File: src/common/trail_pkg.sv
/* shared sizes and types for the light-cycle trail map
   the map is a fixed 64x64 grid holding one tile code per cell */
package trail_pkg;

	// grid geometry
	localparam int GRID_BITS = 6;
	localparam int CELL_BITS = 2 * GRID_BITS;
	localparam int GRID_CELLS = 4096;

	// event queue
	localparam int FIFO_DEPTH = 4;
	localparam int FIFO_PTR_BITS = $clog2(FIFO_DEPTH);

	typedef logic [GRID_BITS-1:0] coord_t;

	// x in the upper half, so the flat cell index is {x, y}
	typedef struct packed {
		coord_t x;
		coord_t y;
	} cell_t;

	typedef enum logic {
		PLAYER_BLUE = 1'b0,
		PLAYER_RED  = 1'b1
	} player_e;

	// up and down share the upper bit
	typedef enum logic [1:0] {
		DIR_UP    = 2'd0,
		DIR_DOWN  = 2'd1,
		DIR_LEFT  = 2'd2,
		DIR_RIGHT = 2'd3
	} dir_e;

	// tile codes as stored in the map
	typedef enum logic [2:0] {
		TILE_EMPTY   = 3'd0,
		TILE_B_HORIZ = 3'd1,
		TILE_B_VERT  = 3'd2,
		TILE_R_HORIZ = 3'd3,
		TILE_R_VERT  = 3'd4,
		TILE_CORNER  = 3'd5
	} tile_e;

	typedef enum logic [1:0] {
		GS_IDLE  = 2'd0,
		GS_START = 2'd1,
		GS_PLAY  = 2'd2,
		GS_OVER  = 2'd3
	} game_state_e;

	// one cycle as seen by the game logic
	typedef struct packed {
		cell_t pos;
		dir_e  dir;
	} cycle_pos_t;

	// trail is the cell just left, head the cell just entered
	typedef struct packed {
		player_e player;
		tile_e   tile;
		cell_t   trail;
		cell_t   head;
	} trail_event_t;

	typedef struct packed {
		player_e player;
		cell_t   head;
	} collision_t;

endpackage

File: src/trail_detect.sv
`timescale 1ns/1ps
/* compares both cycles with the last frame and issues trail events, blue first
   a frame tick that arrives while an event is still in flight is ignored */
module trail_detect (
	input  logic                    Clk,
	input  logic                    reset,
	input  logic                    frame_tick,
	input  trail_pkg::game_state_e  game_state,
	input  trail_pkg::cycle_pos_t   blue,
	input  trail_pkg::cycle_pos_t   red,
	output trail_pkg::trail_event_t ev,
	output logic                    ev_req,
	input  logic                    ev_ack
);

	typedef enum logic [1:0] {
		DET_IDLE,
		DET_BLUE,
		DET_RED,
		DET_WAIT_LOW
	} det_state_e;

	det_state_e state;
	trail_pkg::cycle_pos_t blue_old;
	trail_pkg::cycle_pos_t red_old;
	trail_pkg::trail_event_t ev_blue;
	trail_pkg::trail_event_t ev_red;
	logic red_pend;
	logic blue_moved;
	logic red_moved;
	logic accept;

	// corner beats straight, then vertical or horizontal by heading
	function automatic trail_pkg::tile_e classify(input trail_pkg::player_e p,
		input trail_pkg::dir_e d, input trail_pkg::dir_e d_old);
		trail_pkg::tile_e t;
		if (d != d_old)
			t = trail_pkg::TILE_CORNER;
		else if (d == trail_pkg::DIR_UP || d == trail_pkg::DIR_DOWN)
			t = (p == trail_pkg::PLAYER_BLUE) ? trail_pkg::TILE_B_VERT : trail_pkg::TILE_R_VERT;
		else
			t = (p == trail_pkg::PLAYER_BLUE) ? trail_pkg::TILE_B_HORIZ : trail_pkg::TILE_R_HORIZ;
		return t;
	endfunction

	assign blue_moved = (blue.pos != blue_old.pos);
	assign red_moved = (red.pos != red_old.pos);
	assign accept = frame_tick && (state == DET_IDLE);

	// snapshot on every accepted tick, events built from the old snapshot
	always_ff @(posedge Clk)
	begin
		if (accept)
		begin
			blue_old <= blue;
			red_old <= red;
			ev_blue.player <= trail_pkg::PLAYER_BLUE;
			ev_blue.tile <= classify(trail_pkg::PLAYER_BLUE, blue.dir, blue_old.dir);
			ev_blue.trail <= blue_old.pos;
			ev_blue.head <= blue.pos;
			ev_red.player <= trail_pkg::PLAYER_RED;
			ev_red.tile <= classify(trail_pkg::PLAYER_RED, red.dir, red_old.dir);
			ev_red.trail <= red_old.pos;
			ev_red.head <= red.pos;
		end
	end

	always_ff @(posedge Clk)
	begin
		if (reset)
		begin
			state <= DET_IDLE;
			red_pend <= 1'b0;
		end
		else
		begin
			case (state)
				DET_IDLE:
					// events only go out during play
					if (accept && game_state == trail_pkg::GS_PLAY)
					begin
						red_pend <= blue_moved && red_moved;
						if (blue_moved)
							state <= DET_BLUE;
						else if (red_moved)
							state <= DET_RED;
					end
				DET_BLUE, DET_RED:
					if (ev_ack)
						state <= DET_WAIT_LOW;
				DET_WAIT_LOW:
					if (!ev_ack)
					begin
						red_pend <= 1'b0;
						state <= red_pend ? DET_RED : DET_IDLE;
					end
				default:
					state <= DET_IDLE;
			endcase
		end
	end

	assign ev_req = (state == DET_BLUE) || (state == DET_RED);
	assign ev = (state == DET_RED) ? ev_red : ev_blue;

	// data must hold until the receiver has taken it
	ev_stable: assert property (@(posedge Clk) disable iff (reset)
		(ev_req && !ev_ack) |=> (ev_req && $stable(ev)));

endmodule

File: config.mk
export PLATFORM = sky130hd
export DESIGN_NAME = trail_detect
export DESIGN_NICKNAME = d
export VERILOG_FILES = /design/src/common/trail_pkg.sv /design/src/trail_detect.sv
export SDC_FILE = /design/constraint.sdc
export NUM_CORES = 1
export LEC_CHECK = 0
export BUFFER_PORTS_ARGS = -buffer_cell sky130_fd_sc_hd__buf_2
export CORE_ASPECT_RATIO = 1.4
export CORE_MARGIN = 2
export CORE_UTILIZATION = 50
export CTS_BUF_LIST = sky130_fd_sc_hd__clkbuf_4
export DETAILED_ROUTE_END_ITERATION = 7
export HOLD_SLACK_MARGIN = 0.15
export PLACE_DENSITY = 0.72
export SETUP_SLACK_MARGIN = 0.2
export SLEW_MARGIN = 30
export SYNTH_ARGS = -nofsm -noshare
export SYNTH_HDL_FRONTEND = slang
export SYNTH_SLANG_ARGS = --single-unit
File: constraint.sdc
create_clock -name Clk -period 4 [get_ports Clk]
set_input_delay 0.4 -clock Clk [delete_from_list [all_inputs] [get_ports Clk]]
set_output_delay 0.4 -clock Clk [all_outputs]
set_load 0.005 [all_outputs]
# Word-level counts from Yosys, hierarchy flattened
# Index checks and enable logic that the tools add are counted.
# W data, S select, Z words.
# totals
ff_bits	61
out_inout_bits	29
# classes
n_eq_ne	14
mux	13
reduce_logical	13
# ops
operator	count
$mux W28	1
$ne A12 B12 Y1	2
$mux W2	7
$eq A2 B1 Y1 const B	3
$eq A2 B2 Y1 const B	3
$logic_not A2 Y1	3
$pmux W2 S3	1
$ne A2 B2 Y1	2
$ne A2 B2 Y1 const B	2
$reduce_and A4 Y1	1
$logic_and A1 B1 Y1	3
$logic_or A1 B1 Y1	3
$mux W3	1
$ne A3 B3 Y1 const B	1
$reduce_and A3 Y1	1
$mux W1	2
$ne A2 B1 Y1 const B	1
$pmux W1 S2	1
$reduce_bool A2 Y1	1
$reduce_or A2 Y1	1

# Logic depth before layout (Yosys ltp)
# depth
word_depth	5
mapped_depth	7

# Least setup slack after synthesis
# OpenSTA, ideal clock, no wires.
# synth_path
kind	flip-flop to flip-flop
startpoint	register state[0]
endpoint	register state[0]
arrival_ps	2818
t_required_ps	3878
setup_slack_ps	1060
stages_incl_launch_ff	8
n_path_buf	0
synth_period_minus_slack_ps	2940
cell_sequence	dfxtp_1 inv_1 ha_1 and2_1 nand3b_1 a221oi_1 o21ai_2 mux2i_1
# synth_between
elab_chain_len	5
elab_cells_between_ends	13
cone_classes	7 x eq/ne; 1 x mux; 5 x reduce/logical
# synth_rtl
element	line	rtl
start, declared	trail_detect.sv:23	det_state_e state;
start signal, assigned	trail_detect.sv:95	state <= red_pend ? DET_RED : DET_IDLE;
$logic_not A2 Y1	trail_detect.sv:48	assign accept = frame_tick && (state == DET_IDLE);
$logic_and A1 B1 Y1	trail_detect.sv:48	
named net accept	trail_detect.sv:31	logic accept;
$logic_and A1 B1 Y1	trail_detect.sv:80	if (accept && game_state == trail_pkg::GS_PLAY)
$ne A2 B1 Y1 (no source line)	n/a	
$reduce_and A4 Y1 (no source line)	n/a	
# The timed path passes the listed nets, and every way through them passes these cells.
# A chain may end at the register's enable or synchronous reset.

==> key figures <==
Run status
  • Status: complete, no violations

Clock network
  • Worst-path clk slew: ~0.09 ns
  • Post_cts resized: 0
  • # clock sinks: between 60 and 70
  • Clock Tree Root: clkbuf_4
  • Post-CTS setup buffers: 0
  • CTS buffer count: 9
  • Clock latency on the worst-skew pair: between 0.3 and 0.4 ns
  • # H-tree levels: 3
  • CTS Hold Bufs: 0
  • CTS tree: done
  • Deepest clock path buffer count: 2

Power
  • Total power: 1700 µW
  • Peak VDD IR: 0.000373 V
  • Sequential share of power: 0.552
  • Power share of the clock group: 0.186
  • Combinational Power Share: 0.262
  • Int Pwr: around 1200 µW
  • Pwr dens: 546 nW/µm²
  • Sw power: just under 500 µW
  • Net Sw Frac: 0.287
  • Lkg Pwr: between 0.001 and 0.0015 µW

Synthesis
  • Post-synth top area cell: edfxtp_1
  • Share of flip-flops with an asynchronous set or reset: 0
  • Most frequent cell after synthesis: edfxtp_1
  • Mapped Nets: around 200
  • Synthesis-stage register bit count: roughly 60
  • Cells after Synth: roughly 160
  • Yosys cell types: 27
  • Post-synth top area share: 0.662
  • Main synth FF type: edfxtp_1
  • Syn avg cell area: roughly 16 µm²
  • Synth top cells by count: edfxtp_1 (58), mux2_2 (27), xor2_1 (24)
  • Sequential area share after synthesis: 0.684
  • Synth area leaders: edfxtp_1 (66%), mux2_2 (12%), xor2_1 (8.0%)
  • Synth warn: 0
  • Mapped Area: between 2000 and 3000 µm²
  • Post-synth EDFFs: between 50 and 60

Critical path
  • Critical path required time: roughly 3.6 ns
  • Startpoint types: flip-flop
  • R2R depth: 7
  • Worst flop-to-flop path endpoint: state[0]
  • Worst R2R Start: state[0]
  • Crit path from: state[0]
  • Worst Setup End Kind: output pin
  • R2R setup slack: 1.86 ns
  • CP Class: reg2out
  • Crit path max fanout: 18
  • Crit path DAT: 2.15 ns

STA
  • Fmax: roughly 390 MHz
  • Max Slew Vio Count: 0
  • Share of the clock period used by the worst path: 0.637
  • Setup_tns: 0 ns
  • Worst Max-Slew Pin Slew: approximately 0.53 ns
  • Fin Hold WS: between 0.2 and 0.25 ns
  • RSZ-0062 raised after global routing: false
  • Worst slew margin: 0.646
  • Setup violators final: 0
  • Min cycle time layout: between 2 and 3 ns
  • Final worst slack: between 1 and 1.5 ns
  • Final hold vios: 0
  • Layout Skew: between 0.008 and 0.009 ns

Drt
  • Final wirelength: about 4500 µm
  • Met2 wire length: ~2300 µm
  • Final ANT Viol Nets: 0
  • Initial DRC Count: 42
  • Met3 routed WL: just over 200 µm
  • DRC Markers: 0
  • Vias per Instance: 5.08
  • DR pass1 iterations: 4
  • DR WL/cell: 15.0 µm
  • DR vias: ~1500
  • DR top layer: met4
  • Metal-1 WL: 1970 µm

Placement
  • Area after DPL: approximately 3000 µm²
  • Pre-CTS setup slack: 1.86 ns
  • Dpl hpwl: ~3300 µm
  • Count of port buffers added during placement: 62
  • Gpl congestion: between 0.8 and 0.9

Die
  • Die width: between 60 and 70 µm
  • FP Rows: 31
  • Die height: ~90 µm
  • I/O pins: between 60 and 70
  • Die area: ~6000 µm²
  • Core area: between 5000 and 6000 µm²
  • Initial Util: 0.514

Cells and area
  • Syn-to-layout area delta: 18.5%
  • Layout cell share with drive strength beyond 1: 0.445
  • Layout Nets: approximately 270
  • Ant. Diodes: 0
  • Final instance area: 3120 µm²

Global routing
  • Largest net degree at the start of global routing: 37
  • Aggregate global routing overflow: 0
  • First-pass GRT wire length: between 7000 and 8000 µm
  • Number of global-route vias before repair: about 1500
  • Initial antenna violation count: 0
  • GRT Total Usage: 0.163

Worst hold path
  • Hold endpoint: ev_red[10]
  • Hold Path Cell Cnt: 1
  • Hold path start: red[12]
  • Hold Crit Class: in2reg

Job
  • Max Cap Viol: 0
layer usage:
layer | vias up | GRT usage
li1 | 750 | -
met1 | 730 | 0.203
met2 | 45 | 0.259
met3 | 10 | 0.0325
met4 | 0 | 0.0938
met5 | - | 0
cell usage in the layout (no fill, tap or decap), types with 2 or more instances in the layout:
cell / count
o21ai_0: 2
clkinv_1: 2
nor4_1: 6
dfxtp_1: 3
clkinv_2: 2
clkbuf_4: 10
xnor2_1: 2
nor2_1: 6
mux2i_1: 2
nand2b_1: 3
edfxtp_1: 58
nand3_1: 2
nand2_1: 2
inv_1: 5
mux2_2: 27
xor2_1: 24
buf_4: 2
ha_1: 4
buf_2: 62
registers in the layout, summed over array words and instances (netlist names):
| signal | cells |
|---|---|
| ev_red | 27 |
| red_old | 2 |
| state | 2 |
| red_pend | 1 |
| ev_blue | 27 |
| blue_old | 2 |
cell type report:
cell class | instances | area (µm²)
Fill cell | 424 | 2000
Sequential cell | 61 | 1800
Multi-Input combinational cell | 92 | 800
Timing Repair Buffer | 64 | 325
Tap cell | 66 | 82.6
Clock buffer | 10 | 75.1
Inverter | 5 | 18.8
Clock inverter | 4 | 17.5
worst max-delay path, stage by stage, from the launching register on:
cell and delay (ns):
dfxtp_1 0.34, inv_1 0.10, ha_1 0.46, buf_4 0.36, mux2_2 0.38, buf_2 0.13
through the flow:
step | cells | util
2_1_floorplan | 161 | -
3_3_place_gp | 288 | 0.591
3_5_place_dp | 288 | 0.591
4_1_cts | 302 | 0.609
5_1_grt | 302 | 0.609
6_report | 302 | 0.609
power groups by stage:
stage	registers, µW	logic [µW]	clock network [µW]
after global routing	955	490	353
final	941	447	317
after floorplan	943	288	0
after detailed placement	958	451	0
after CTS	943	455	327
after global placement	951	450	0
worst max path at each step:
stage	depth (start not counted)	end	slack, ns
detailed placement	5	ev[19]	1.86
floorplan	7	state[0]	1.06
finish	5	ev[19]	1.45
global placement	7	state[0]	1.87
CTS	5	ev[19]	1.41
global route	5	ev[19]	1.33
cell families after synthesis:
| group | Yosys count | synth area share |
|---|---|---|
| AND/OR/NAND/NOR | 25 | 0.0513 |
| buffers and inverters | 8 | 0.0124 |
| flip-flops | 61 | 0.684 |
| AO/OA/AOI/OAI | 8 | 0.0233 |
| adder cells (fa/ha/maj) | 4 | 0.0190 |
| multiplexers | 29 | 0.123 |
| XOR/XNOR | 26 | 0.0865 |
Power figures use the tool's default switching activity.
