## config.mk

```make
export PLATFORM = sky130hd
export DESIGN_NAME = trail_fifo
export DESIGN_NICKNAME = d
export VERILOG_FILES = /design/src/common/trail_pkg.sv /design/src/trail_fifo.sv
export SDC_FILE = /design/constraint.sdc
export NUM_CORES = 1
export LEC_CHECK = 0
export BUFFER_PORTS_ARGS = -buffer_cell sky130_fd_sc_hd__buf_2
export CORE_ASPECT_RATIO = 2
export CORE_UTILIZATION = 45
export DETAILED_ROUTE_END_ITERATION = 8
export PLACE_DENSITY = 0.69
export SLEW_MARGIN = 20
export SYNTH_ARGS = -nofsm -noshare
export SYNTH_HDL_FRONTEND = slang
export SYNTH_SLANG_ARGS = --single-unit
```

## constraint.sdc

```tcl
create_clock -name Clk -period 4.55 [get_ports Clk]
set_input_delay 0.2275 -clock Clk [delete_from_list [all_inputs] [get_ports Clk]]
set_output_delay 0.2275 -clock Clk [all_outputs]
set_load 0.02 [all_outputs]
```

## src/common/trail_pkg.sv

```systemverilog
/* shared sizes and types for the light-cycle trail map
   the map is a fixed 64x64 grid holding one tile code per cell */
package trail_pkg;

	// grid geometry
	localparam int GRID_BITS = 6;
	localparam int CELL_BITS = 2 * GRID_BITS;
	localparam int GRID_CELLS = 4096;

	// event queue
	localparam int FIFO_DEPTH = 4;
	localparam int FIFO_PTR_BITS = $clog2(FIFO_DEPTH);

	typedef logic [GRID_BITS-1:0] coord_t;

	// x in the upper half, so the flat cell index is {x, y}
	typedef struct packed {
		coord_t x;
		coord_t y;
	} cell_t;

	typedef enum logic {
		PLAYER_BLUE = 1'b0,
		PLAYER_RED  = 1'b1
	} player_e;

	// up and down share the upper bit
	typedef enum logic [1:0] {
		DIR_UP    = 2'd0,
		DIR_DOWN  = 2'd1,
		DIR_LEFT  = 2'd2,
		DIR_RIGHT = 2'd3
	} dir_e;

	// tile codes as stored in the map
	typedef enum logic [2:0] {
		TILE_EMPTY   = 3'd0,
		TILE_B_HORIZ = 3'd1,
		TILE_B_VERT  = 3'd2,
		TILE_R_HORIZ = 3'd3,
		TILE_R_VERT  = 3'd4,
		TILE_CORNER  = 3'd5
	} tile_e;

	typedef enum logic [1:0] {
		GS_IDLE  = 2'd0,
		GS_START = 2'd1,
		GS_PLAY  = 2'd2,
		GS_OVER  = 2'd3
	} game_state_e;

	// one cycle as seen by the game logic
	typedef struct packed {
		cell_t pos;
		dir_e  dir;
	} cycle_pos_t;

	// trail is the cell just left, head the cell just entered
	typedef struct packed {
		player_e player;
		tile_e   tile;
		cell_t   trail;
		cell_t   head;
	} trail_event_t;

	typedef struct packed {
		player_e player;
		cell_t   head;
	} collision_t;

endpackage

```

## src/trail_fifo.sv

```systemverilog
`timescale 1ns/1ps
/* four-entry event queue with four-phase req/ack on both sides
   an entry reaches the output two cycles after its input ack at the earliest */
module trail_fifo (
	input  logic                    Clk,
	input  logic                    reset,
	input  trail_pkg::trail_event_t in_ev,
	input  logic                    in_req,
	output logic                    in_ack,
	output trail_pkg::trail_event_t out_ev,
	output logic                    out_req,
	input  logic                    out_ack
);

	trail_pkg::trail_event_t mem [trail_pkg::FIFO_DEPTH];
	logic [trail_pkg::FIFO_PTR_BITS-1:0] wr_ptr;
	logic [trail_pkg::FIFO_PTR_BITS-1:0] rd_ptr;
	logic [trail_pkg::FIFO_PTR_BITS:0] count;
	logic avail;
	logic out_wait;
	logic push;
	logic pop;

	// a full queue simply withholds ack
	assign push = in_req && !in_ack && (count != trail_pkg::FIFO_DEPTH);
	assign pop = out_req && out_ack;

	always_ff @(posedge Clk)
	begin
		if (push)
			mem[wr_ptr] <= in_ev;
	end

	// input phase, ack follows req down before the next push
	always_ff @(posedge Clk)
	begin
		if (reset)
		begin
			in_ack <= 1'b0;
			wr_ptr <= '0;
		end
		else if (push)
		begin
			in_ack <= 1'b1;
			wr_ptr <= wr_ptr + 1'b1;
		end
		else if (in_ack && !in_req)
			in_ack <= 1'b0;
	end

	always_ff @(posedge Clk)
	begin
		if (reset)
			count <= '0;
		else if (push && !pop)
			count <= count + 1'b1;
		else if (pop && !push)
			count <= count - 1'b1;
	end

	// output phase, launched from a registered not-empty flag
	always_ff @(posedge Clk)
	begin
		if (reset)
		begin
			avail <= 1'b0;
			out_req <= 1'b0;
			out_wait <= 1'b0;
			rd_ptr <= '0;
		end
		else
		begin
			avail <= (count != 0);
			if (pop)
			begin
				out_req <= 1'b0;
				out_wait <= 1'b1;
				rd_ptr <= rd_ptr + 1'b1;
			end
			else if (out_wait)
			begin
				if (!out_ack)
					out_wait <= 1'b0;
			end
			else if (!out_req && avail)
				out_req <= 1'b1;
		end
	end

	assign out_ev = mem[rd_ptr];

	no_overflow: assert property (@(posedge Clk) disable iff (reset)
		count <= trail_pkg::FIFO_DEPTH);
	// the lagging not-empty flag must never launch a stale entry
	no_underflow: assert property (@(posedge Clk) disable iff (reset)
		pop |-> (count != 0));

endmodule

```

# Word-level counts from Yosys, hierarchy flattened
# Memories as Yosys holds them, arrays and structs flattened. A register that Yosys moved wholly into a read port is not among the register bits.
# Cells that the tools add are included.
classes:
  n_mux: 11
  add_sub_neg: 4
  reduce_logical: 17
  n_eq_ne: 1
  n_bitwise: 1
op_table:
  columns: ["operator", "n"]
  rows:
  - ["$logic_and A1 B1 Y1", 7]
  - ["$mux W1", 7]
  - ["$mux W3", 2]
  - ["$logic_not A1 Y1", 5]
  - ["$add A2 B1 Y2 const B", 2]
  - ["$mux W2", 2]
  - ["$reduce_bool A2 Y1", 2]
  - ["$add A3 B1 Y3 const B", 1]
  - ["$ne A3 B3 Y1 const B", 1]
  - ["$reduce_bool A3 Y1", 1]
  - ["$sub A3 B1 Y3 const B", 1]
  - ["$reduce_and A2 Y1", 1]
  - ["$reduce_or A2 Y1", 1]
  - ["$not A1 Y1", 1]
totals:
  wordCells: 42
  ram_bits: 112
  out_inout_bits: 30
  ff_bits: 11
  mem_count: 1
memory_table:
  columns: ["memory", "words", "width", "read_ports", "rd_clocked_by_memory_dff", "write_ports", "line_no", "source"]
  rows:
  - ["mem", 4, 28, 1, 1, 1, "trail_fifo.sv:15", "trail_pkg::trail_event_t mem [trail_pkg::FIFO_DEPTH];"]

# Depth between registers and ports, before layout
# Gate-level depths: netlist of run 1.
depth:
  depth_word: 7
  mapped_depth: 8
  depth_no_buf: 8

# Worst setup path after synthesis of run 1
# No wires, ideal clock.
synth_path:
  path_type: "register to register"
  startpoint: "register count[0] in the netlist's numbering"
  endpoint: "register count[2] in the netlist's numbering"
  setup_ns: 0.071
  t_arrival_ns: 1.966
  path_slack_ns: 2.513
  n_path_buf: 0
  required_time_ns: 4.479
  period_less_slack_ns: 2.037
  path_stages_with_launch: 9
  path_cell_list: "dfxtp_1 -> nor3b_2 -> nor3b_4 -> ha_1 -> inv_1 -> fa_1 -> xor2_1 -> or3_1 -> a21oi_1"
synth_via:
  elab_chain_cells: 5
  elab_cells_between_ends: 10
  cone_classes: "2 x add/sub; 1 x eq/ne; 2 x mux; 5 x reduce/logical"
synth_lines:
  columns: ["item", "line_no", "source"]
  rows:
  - ["start: declaration", "trail_fifo.sv:18", "logic [trail_pkg::FIFO_PTR_BITS:0] count;"]
  - ["start signal: assignment", "trail_fifo.sv:56", "count <= count + 1'b1;"]
  - ["start signal: assignment", "trail_fifo.sv:58", "count <= count - 1'b1;"]
  - ["$ne A3 B3 Y1 (*)", "trail_fifo.sv:25", "assign push = in_req && !in_ack && (count != trail_pkg::FIFO_DEPTH);"]
  - ["$logic_and A1 B1 Y1 (*)", "trail_fifo.sv:25", null]
  - ["net push", "trail_fifo.sv:21", "logic push;"]
  - ["$logic_not A1 Y1", "trail_fifo.sv:57", "else if (pop && !push)"]
  - ["$logic_and A1 B1 Y1", "trail_fifo.sv:57", null]
  - ["$reduce_bool A2 Y1 (no source line)", null, null]
# Mark *: on every way through the listed nets, which the timed path passes. The rest lies on a longest branch. The select of a mux whose other input is x is not followed.
# A chain may end at the register's enable or synchronous reset.

==> key figures, run 1 <==
Worst setup path
  • Cell family with the largest share of critical-path delay: flip-flops
  • Startpoint types: register
  • CP Capture Type: primary output
  • Arr. time, crit path: 2.26 ns
  • WP data required: 4.32 ns
  • CP max-delay cell: dfxtp_2
  • Worst Reg2Reg Path Length in Cells: 8
  • Critical setup path kind: reg -> out
  • Worst Path Max Fanout: 28
  • RR Startpoint: count[0]
  • Reg-to-Reg End: count[2]
  • Cells along the critical path: mux4_1 -> buf_2
  • CP max stage delay: 0.98 ns
  • Buf+Inv Stages, Crit Path: 1
  • Worst R2R Setup Slack: 2.37 ns

Floorplan
  • Rows: 52
  • Die Width: 74.2 um
  • Ports: 62
  • Core area: 10,100 sq um
  • Die Area: 10,900 sq um
  • Die height: 146 um
  • Starting Density: 46.2%

Yosys
  • YS warnings: 0
  • Largest area contributor in the netlist: edfxtp_1
  • Post-synth EDFFs: 112
  • Count leader, synth: edfxtp_1
  • Yosys cell types: 26
  • Post-Synthesis Cells: 207
  • Post-synth ARST share: 0%
  • Synth Register Bits: 125
  • Area contributors post-synth: edfxtp_1 (72%), mux4_2 (9.6%), dfxtp_1 (5.5%), mux4_1 (4.5%), ha_1 (1.3%)
  • Synth cell count leaders: edfxtp_1 (112), mux4_2 (20), dfxtp_1 (13), nor2_1 (10), mux4_1 (8)
  • Sequential element share of the synthesized area: 77.2%
  • Post-synth net total: 245
  • Top cell type's share of synthesized area: 71.7%
  • Mean Syn Cell Area: 22.7 sq um
  • Synth Flop Type: edfxtp_1
  • Post-Syn Area: 4690 sq um

Clock network
  • Hold buffer count at cts: 0
  • CTS H-tree depth: 4
  • Root buffer cell: clkbuf_16
  • Setup Buffers After CTS: 0
  • TritonCTS clock tree: done
  • Clock Tree Buf Depth: 2
  • CTS clk-pin slew, worst paths: 0.06 ns
  • Clock sinks: 125
  • TritonCTS Buffers: 17
  • Post_cts resized: 0
  • Worst-Skew Late Latency: 0.41 ns

Min path
  • HP Start: in_ev[27]
  • Worst Hold End: mem[1][27]
  • Worst min path class: in -> reg
  • Hold-critical path depth: 1

Finish
  • P&R area growth vs syn: 21.7%
  • Share of layout cells above drive strength 1: 41.5%
  • Utilization after layout: 56.2%
  • Fill count: 817
  • Antenna Cells: 0
  • Post-route insts no fill: 429
  • Final Cell Area: 5710 sq um
  • Layout net count: 319

Timing
  • Worst Tran Pin Value: 0.981 ns
  • Final period util: 54.6%
  • Final Max Tran Viols: 0
  • Fin crit period: 2.48 ns
  • Setup TNS: 0 ns
  • Final hold viol count: 0
  • Fmax: 403 MHz
  • Setup violations, final: 0
  • Skew final: 0.00844 ns
  • RSZ-0062 raised after global routing: no
  • Slew headroom: 34.6%

Power
  • Leak Pwr: 0.00198 uW
  • Maximum vdd drop: 405 uV
  • PD cells: 568 nW/um^2

Detailed routing
  • 1st-iter DRT viols: 99
  • Routed Antenna Nets: 0
  • DR WL/cell: 17.2 um
  • Pre-Repair DR Iteration Count: 4
  • Drt drc: 0
  • Vias after detailed routing: 2,158
  • DR vias/cell: 5.03
  • Final wirelength: 7390 um

Place
  • Buffers on Ports: 61
  • Post-Place Cell Area: 5110 sq um
  • Hpwl dp: 4460 um
  • Gpl congestion: 0.676
  • Dpl cells: 397

Outcome
  • Status: finished, final reports clean

Global route
  • Met1 Use GR: 16.8%
  • Vias in the first global route: 2,334
  • Largest net degree at the start of global routing: 29
  • Global routing usage on met2: 25.7%
  • Grt total ovfl: 0
  • Grt met3 use: 5.52%
  • Busiest grt layer: met2
  • First-pass GRT wire length: 11,700 um
  • Antenna violations before repair: 0
  • GRT Util Overall: 15.5%

Job
  • Maxcap violations: 0
==> layer usage <==
metal / share of wire [%] / routed length, um
met1: 39 / 2890
met2: 54 / 3970
met3: 4.7 / 350
met4: 2.4 / 175
met5: 0 / 0
==> logic make-up (layout without fill, tap and decap cells) <==
kind of cell | after synthesis | count (layout) | synth area share [%]
AO/OA/AOI/OAI | 4 | 4 | 0.427
XOR/XNOR | 4 | 4 | 0.747
adder cells (fa/ha/maj) | 6 | 6 | 1.76
buffers and inverters | 12 | 99 | 1.89
flip-flops | 125 | 125 | 77.2
multiplexers | 31 | 31 | 14.8
AND/OR/NAND/NOR | 25 | 25 | 3.09
==> flip-flops by register name, indices dropped and copies added (netlist names), named ones only <==
name and cells:
mem 112, count 3, rd_ptr 2, wr_ptr 2, avail 1, in_ack 1
out_req 1, out_wait 1
==> power by group <==
part           internal (uW)  leakage, uW  switching, uW  total, uW
Clock                    857     0.000281            473       1330
Combinational            199     0.000574            257        456
Sequential              1390      0.00113           68.1       1460
Total                   2440      0.00198            798       3240
==> final cells by class <==
class / instances / area (sq um) / share of cell area, %
clock buffer: 17 / 425 / 7.45
multi-input combinational: 70 / 983 / 17.2
inverter: 5 / 18.8 / 0.329
timing repair buffer: 62 / 313 / 5.48
tap: 135 / 169 / 2.96
clock inverter: 15 / 174 / 3.05
sequential: 125 / 3620 / 63.5
==> worst max-delay path by stage <==
stage | depth (start not counted) | end | slack [ns]
3_3_place_gp | 2 | out_ev[27] | 2.40
5_1_grt | 2 | out_ev[4] | 1.89
4_1_cts | 2 | out_ev[27] | 1.98
3_5_place_dp | 8 | count[2] | 2.34
6_report | 2 | out_ev[27] | 2.07
2_1_floorplan | 8 | count[2] | 2.51
==> through the flow <==
| step | hold slack, ns | power, uW | worst slack, ns |
|---|---|---|---|
| detailed placement | 0.447 | 1950 | 2.34 |
| CTS | 0.0237 | 3280 | 1.98 |
| finish | 0.0342 | 3240 | 2.07 |
| floorplan | 0.326 | 1800 | 2.51 |
| global placement | 0.438 | 1930 | 2.40 |
| global route | 0.0294 | 3370 | 1.89 |
==> cells in the final DEF, fill, tap and decap left out, drive strengths merged <==
cell type	instances
nand2b	3
nor3	2
nor3b	3
edfxtp	112
bufinv	3
mux2i	2
buf	62
nor2	10
nand2	1
inv	5
and2	4
clkinv	7
xor2	4
ha	5
o21ai	1
or3	1
clkbuf	17
fa	1
mux2	1
dfxtp	13
mux4	28
a21oi	3
clkinvlp	5
nand3	1
Note: power is estimated with default switching activity, not from simulation.
==> run 2: changes to the inputs <==
--- a/config.mk
+++ b/config.mk
@@ -5,6 +5,7 @@
 export SDC_FILE = /design/constraint.sdc
 export NUM_CORES = 1
 export LEC_CHECK = 0
+export ABC_AREA = 1
 export BUFFER_PORTS_ARGS = -buffer_cell sky130_fd_sc_hd__buf_2
 export CORE_ASPECT_RATIO = 2
 export CORE_UTILIZATION = 45
==> constraint.sdc (replaced) <==
create_clock -name Clk -period 2.5 [get_ports Clk]
set_input_delay 0.125 -clock Clk [delete_from_list [all_inputs] [get_ports Clk]]
set_output_delay 0.125 -clock Clk [all_outputs]
set_load 0.02 [all_outputs]
==> run 2 against run 1 <==
  * Synthesized cell count increased by 70%
  * Worst hold slack improved by 0.036 ns
  * Power increased by 74%
  * Clock power increased by 79%
  * Critical path depth increased by 7
  * Routed wire length increased by 29%
  * Utilization increased by 4.0 points
  * Sequential share of layout area decreased by 4.6 points
  * Synthesized area increased by 1.4%
  * Register-to-register slack got worse by 2.2 ns
  * Critical path type is now reg -> reg
  * Largest power group unchanged
==> key figures, run 2 <==
Detailed routing
  • Pre-Repair DR Iteration Count: 4
  • Final wirelength: 9540 um
  • DR vias/cell: 5.13
  • Routed Antenna Nets: 0
  • 1st-iter DRT viols: 191
  • DR WL/cell: 15.9 um
  • Vias after detailed routing: 3,076
  • Drt drc: 0

Yosys
  • Sequential element share of the synthesized area: 76.2%
  • Post-synth net total: 390
  • Post-synth ARST share: 0%
  • Mean Syn Cell Area: 13.5 sq um
  • Synth Flop Type: edfxtp_1
  • Post-Synthesis Cells: 352
  • YS warnings: 0
  • Synth cell count leaders: edfxtp_1 (112), nor2_1 (69), o21ai_0 (45), o22ai_1 (28), inv_1 (19)
  • Post-synth EDFFs: 112
  • Synth Register Bits: 125
  • Top cell type's share of synthesized area: 70.7%
  • Count leader, synth: edfxtp_1
  • Largest area contributor in the netlist: edfxtp_1
  • Post-Syn Area: 4760 sq um
  • Area contributors post-synth: edfxtp_1 (71%), dfxtp_1 (5.5%), nor2_1 (5.4%), o21ai_0 (4.7%), o22ai_1 (3.7%)
  • Yosys cell types: 22

Finish
  • Max FFs per register: 112
  • Layout net count: 491
  • Biggest register: mem
  • P&R area growth vs syn: 29.3%
  • Commonest non-fill, non-tap cell in the layout: edfxtp_1
  • Most frequent cells in the layout: edfxtp_1 (112), nor2_1 (65), buf_2 (61)
  • Antenna Cells: 0
  • Largest registers: mem: 112 flops, count: 3 flops
  • Share of layout cells above drive strength 1: 21.7%
  • Utilization after layout: 60.2%

Global route
  • Grt total ovfl: 0
  • Largest net degree at the start of global routing: 57
  • Grt met3 use: 5.11%
  • Antenna violations before repair: 0
  • Vias in the first global route: 3,242
  • Busiest grt layer: met2
  • Global routing usage on met2: 33.1%
  • GRT Util Overall: 19.4%
  • First-pass GRT wire length: 15,500 um
  • Met1 Use GR: 21.5%

Timing
  • Final period util: 93.2%
  • Setup violations, final: 0
  • Final Max Tran Viols: 0
  • Slew headroom: 53.3%
  • RSZ-0062 raised after global routing: no
  • Fmax: 429 MHz
  • Worst Tran Pin Value: 0.697 ns
  • Fin crit period: 2.33 ns
  • Setup TNS: 0 ns
  • Final hold viol count: 0
  • Setup WS post-layout: 0.169 ns
  • Skew final: 0.00934 ns

Clock network
  • Setup Buffers After CTS: 0
  • Root buffer cell: clkbuf_16
  • Clock sinks: 125
  • CTS H-tree depth: 4
  • Post_cts resized: 0
  • Clock Tree Buf Depth: 2
  • Worst-Skew Late Latency: 0.40 ns
  • CTS clk-pin slew, worst paths: 0.05 ns
  • TritonCTS Buffers: 17
  • TritonCTS clock tree: done

Floorplan
  • Die height: 147 um
  • Ports: 62
  • Die Width: 74.7 um
  • Starting Density: 46.6%
  • Core area: 10,200 sq um
  • Rows: 52
  • Die Area: 11,000 sq um

Worst setup path
  • Reg-to-Reg End: count[1]
  • Crit path from: count[0]
  • Worst Reg2Reg Path Length in Cells: 9
  • Worst R2R Setup Slack: 0.17 ns
  • Startpoint types: register
  • CP Capture Type: register
  • WP data required: 2.78 ns
  • Worst Path Max Fanout: 6
  • RR Startpoint: count[0]
  • Critical setup path kind: reg -> reg
  • Arr. time, crit path: 2.61 ns

Place
  • Gpl congestion: 0.768
  • Buffers on Ports: 61
  • Hpwl dp: 5810 um
  • Worst slack, placed: 0.242 ns

Outcome
  • Status: finished, final reports clean

Power
  • Leak Pwr: 0.00226 uW
  • Total power: 5640 uW
  • PD cells: 918 nW/um^2
  • Maximum vdd drop: 548 uV

Min path
  • Worst min path class: in -> reg
  • Hold-critical path depth: 5
  • HP Start: in_req
  • Worst Hold End: in_ack

Job
  • Maxcap violations: 0
[run 2: cell types whose count changed in the layout (fill, tap and decap cells not counted), moves of 14 or more]
cell,change
mux4_2,-20
dlygate4sd3_1,+30
inv_1,+14
o21ai_0,+44
o21ai_1,+15
nor2_1,+55
o22ai_1,+28
[run 2: area by class of cell]
| cell class | instances | area [sq um] |
|---|---|---|
| clock buffers | 20 | 437 |
| clock inverters | 11 | 145 |
| fillers | 814 | 4070 |
| inverters | 21 | 78.8 |
| multi-input cells | 189 | 967 |
| flip-flops and latches | 125 | 3620 |
| well taps | 135 | 169 |
| repair buffers | 99 | 728 |
[run 2: power breakdown]
group,switching [uW],internal (uW),leakage [uW]
registers,50.6,2450,0.00113
logic,504,261,0.000865
clock network,828,1550,0.000267
total,1380,4260,0.00226
[run 2: stage by stage]
step | cells | hold slack (ns) | area, sq um
finish | 600 | 0.0707 | 6150
floorplan | 352 | 0.194 | 4760
global route | 600 | 0.102 | 6150
CTS | 600 | 0.0496 | 6150
global placement | 539 | 0.336 | 5270
detailed placement | 539 | 0.343 | 5270
[run 2: per-layer routing]
metal	part of all wire (%)	up-vias
met3	4.3	18
met1	38	1477
li1	-	1489
met5	0	-
met4	2.1	0
met2	56	92
[run 2: critical path, cell delays in order, from the launching register on]
cell and delay (ns):
dfxtp_1 0.33, inv_1 0.12, nand3_1 0.19, nand2_1 0.39, inv_1 0.10, ha_1 0.23
inv_1 0.11, fa_1 0.43, o21ai_0 0.24, a21oi_1 0.07
[run 2: repair_timing]
item,CTS,global route
endpoints found under the hold margin,115,0
hold buffers,30,0
endpoints found under the setup margin,0,0
[run 2: kinds of logic after synthesis]
family / after synthesis / synth area share, %
AOI/OAI and AO/OA: 96 / 10.9
adders and majority gates: 6 / 1.74
buffers and inverters: 38 / 4.10
DFF: 125 / 76.2
and+or+nand+nor: 87 / 7.10
[run 2: how the worst max path moves through the flow]
stage	endpoint	slack, ns	depth (start not counted)
after floorplan	mem[0][0]	0.12	3
after global placement	count[1]	0.49	9
after detailed placement	count[1]	0.24	9
after CTS	count[1]	0.22	9
after global routing	count[1]	0.06	9
final	count[1]	0.17	9
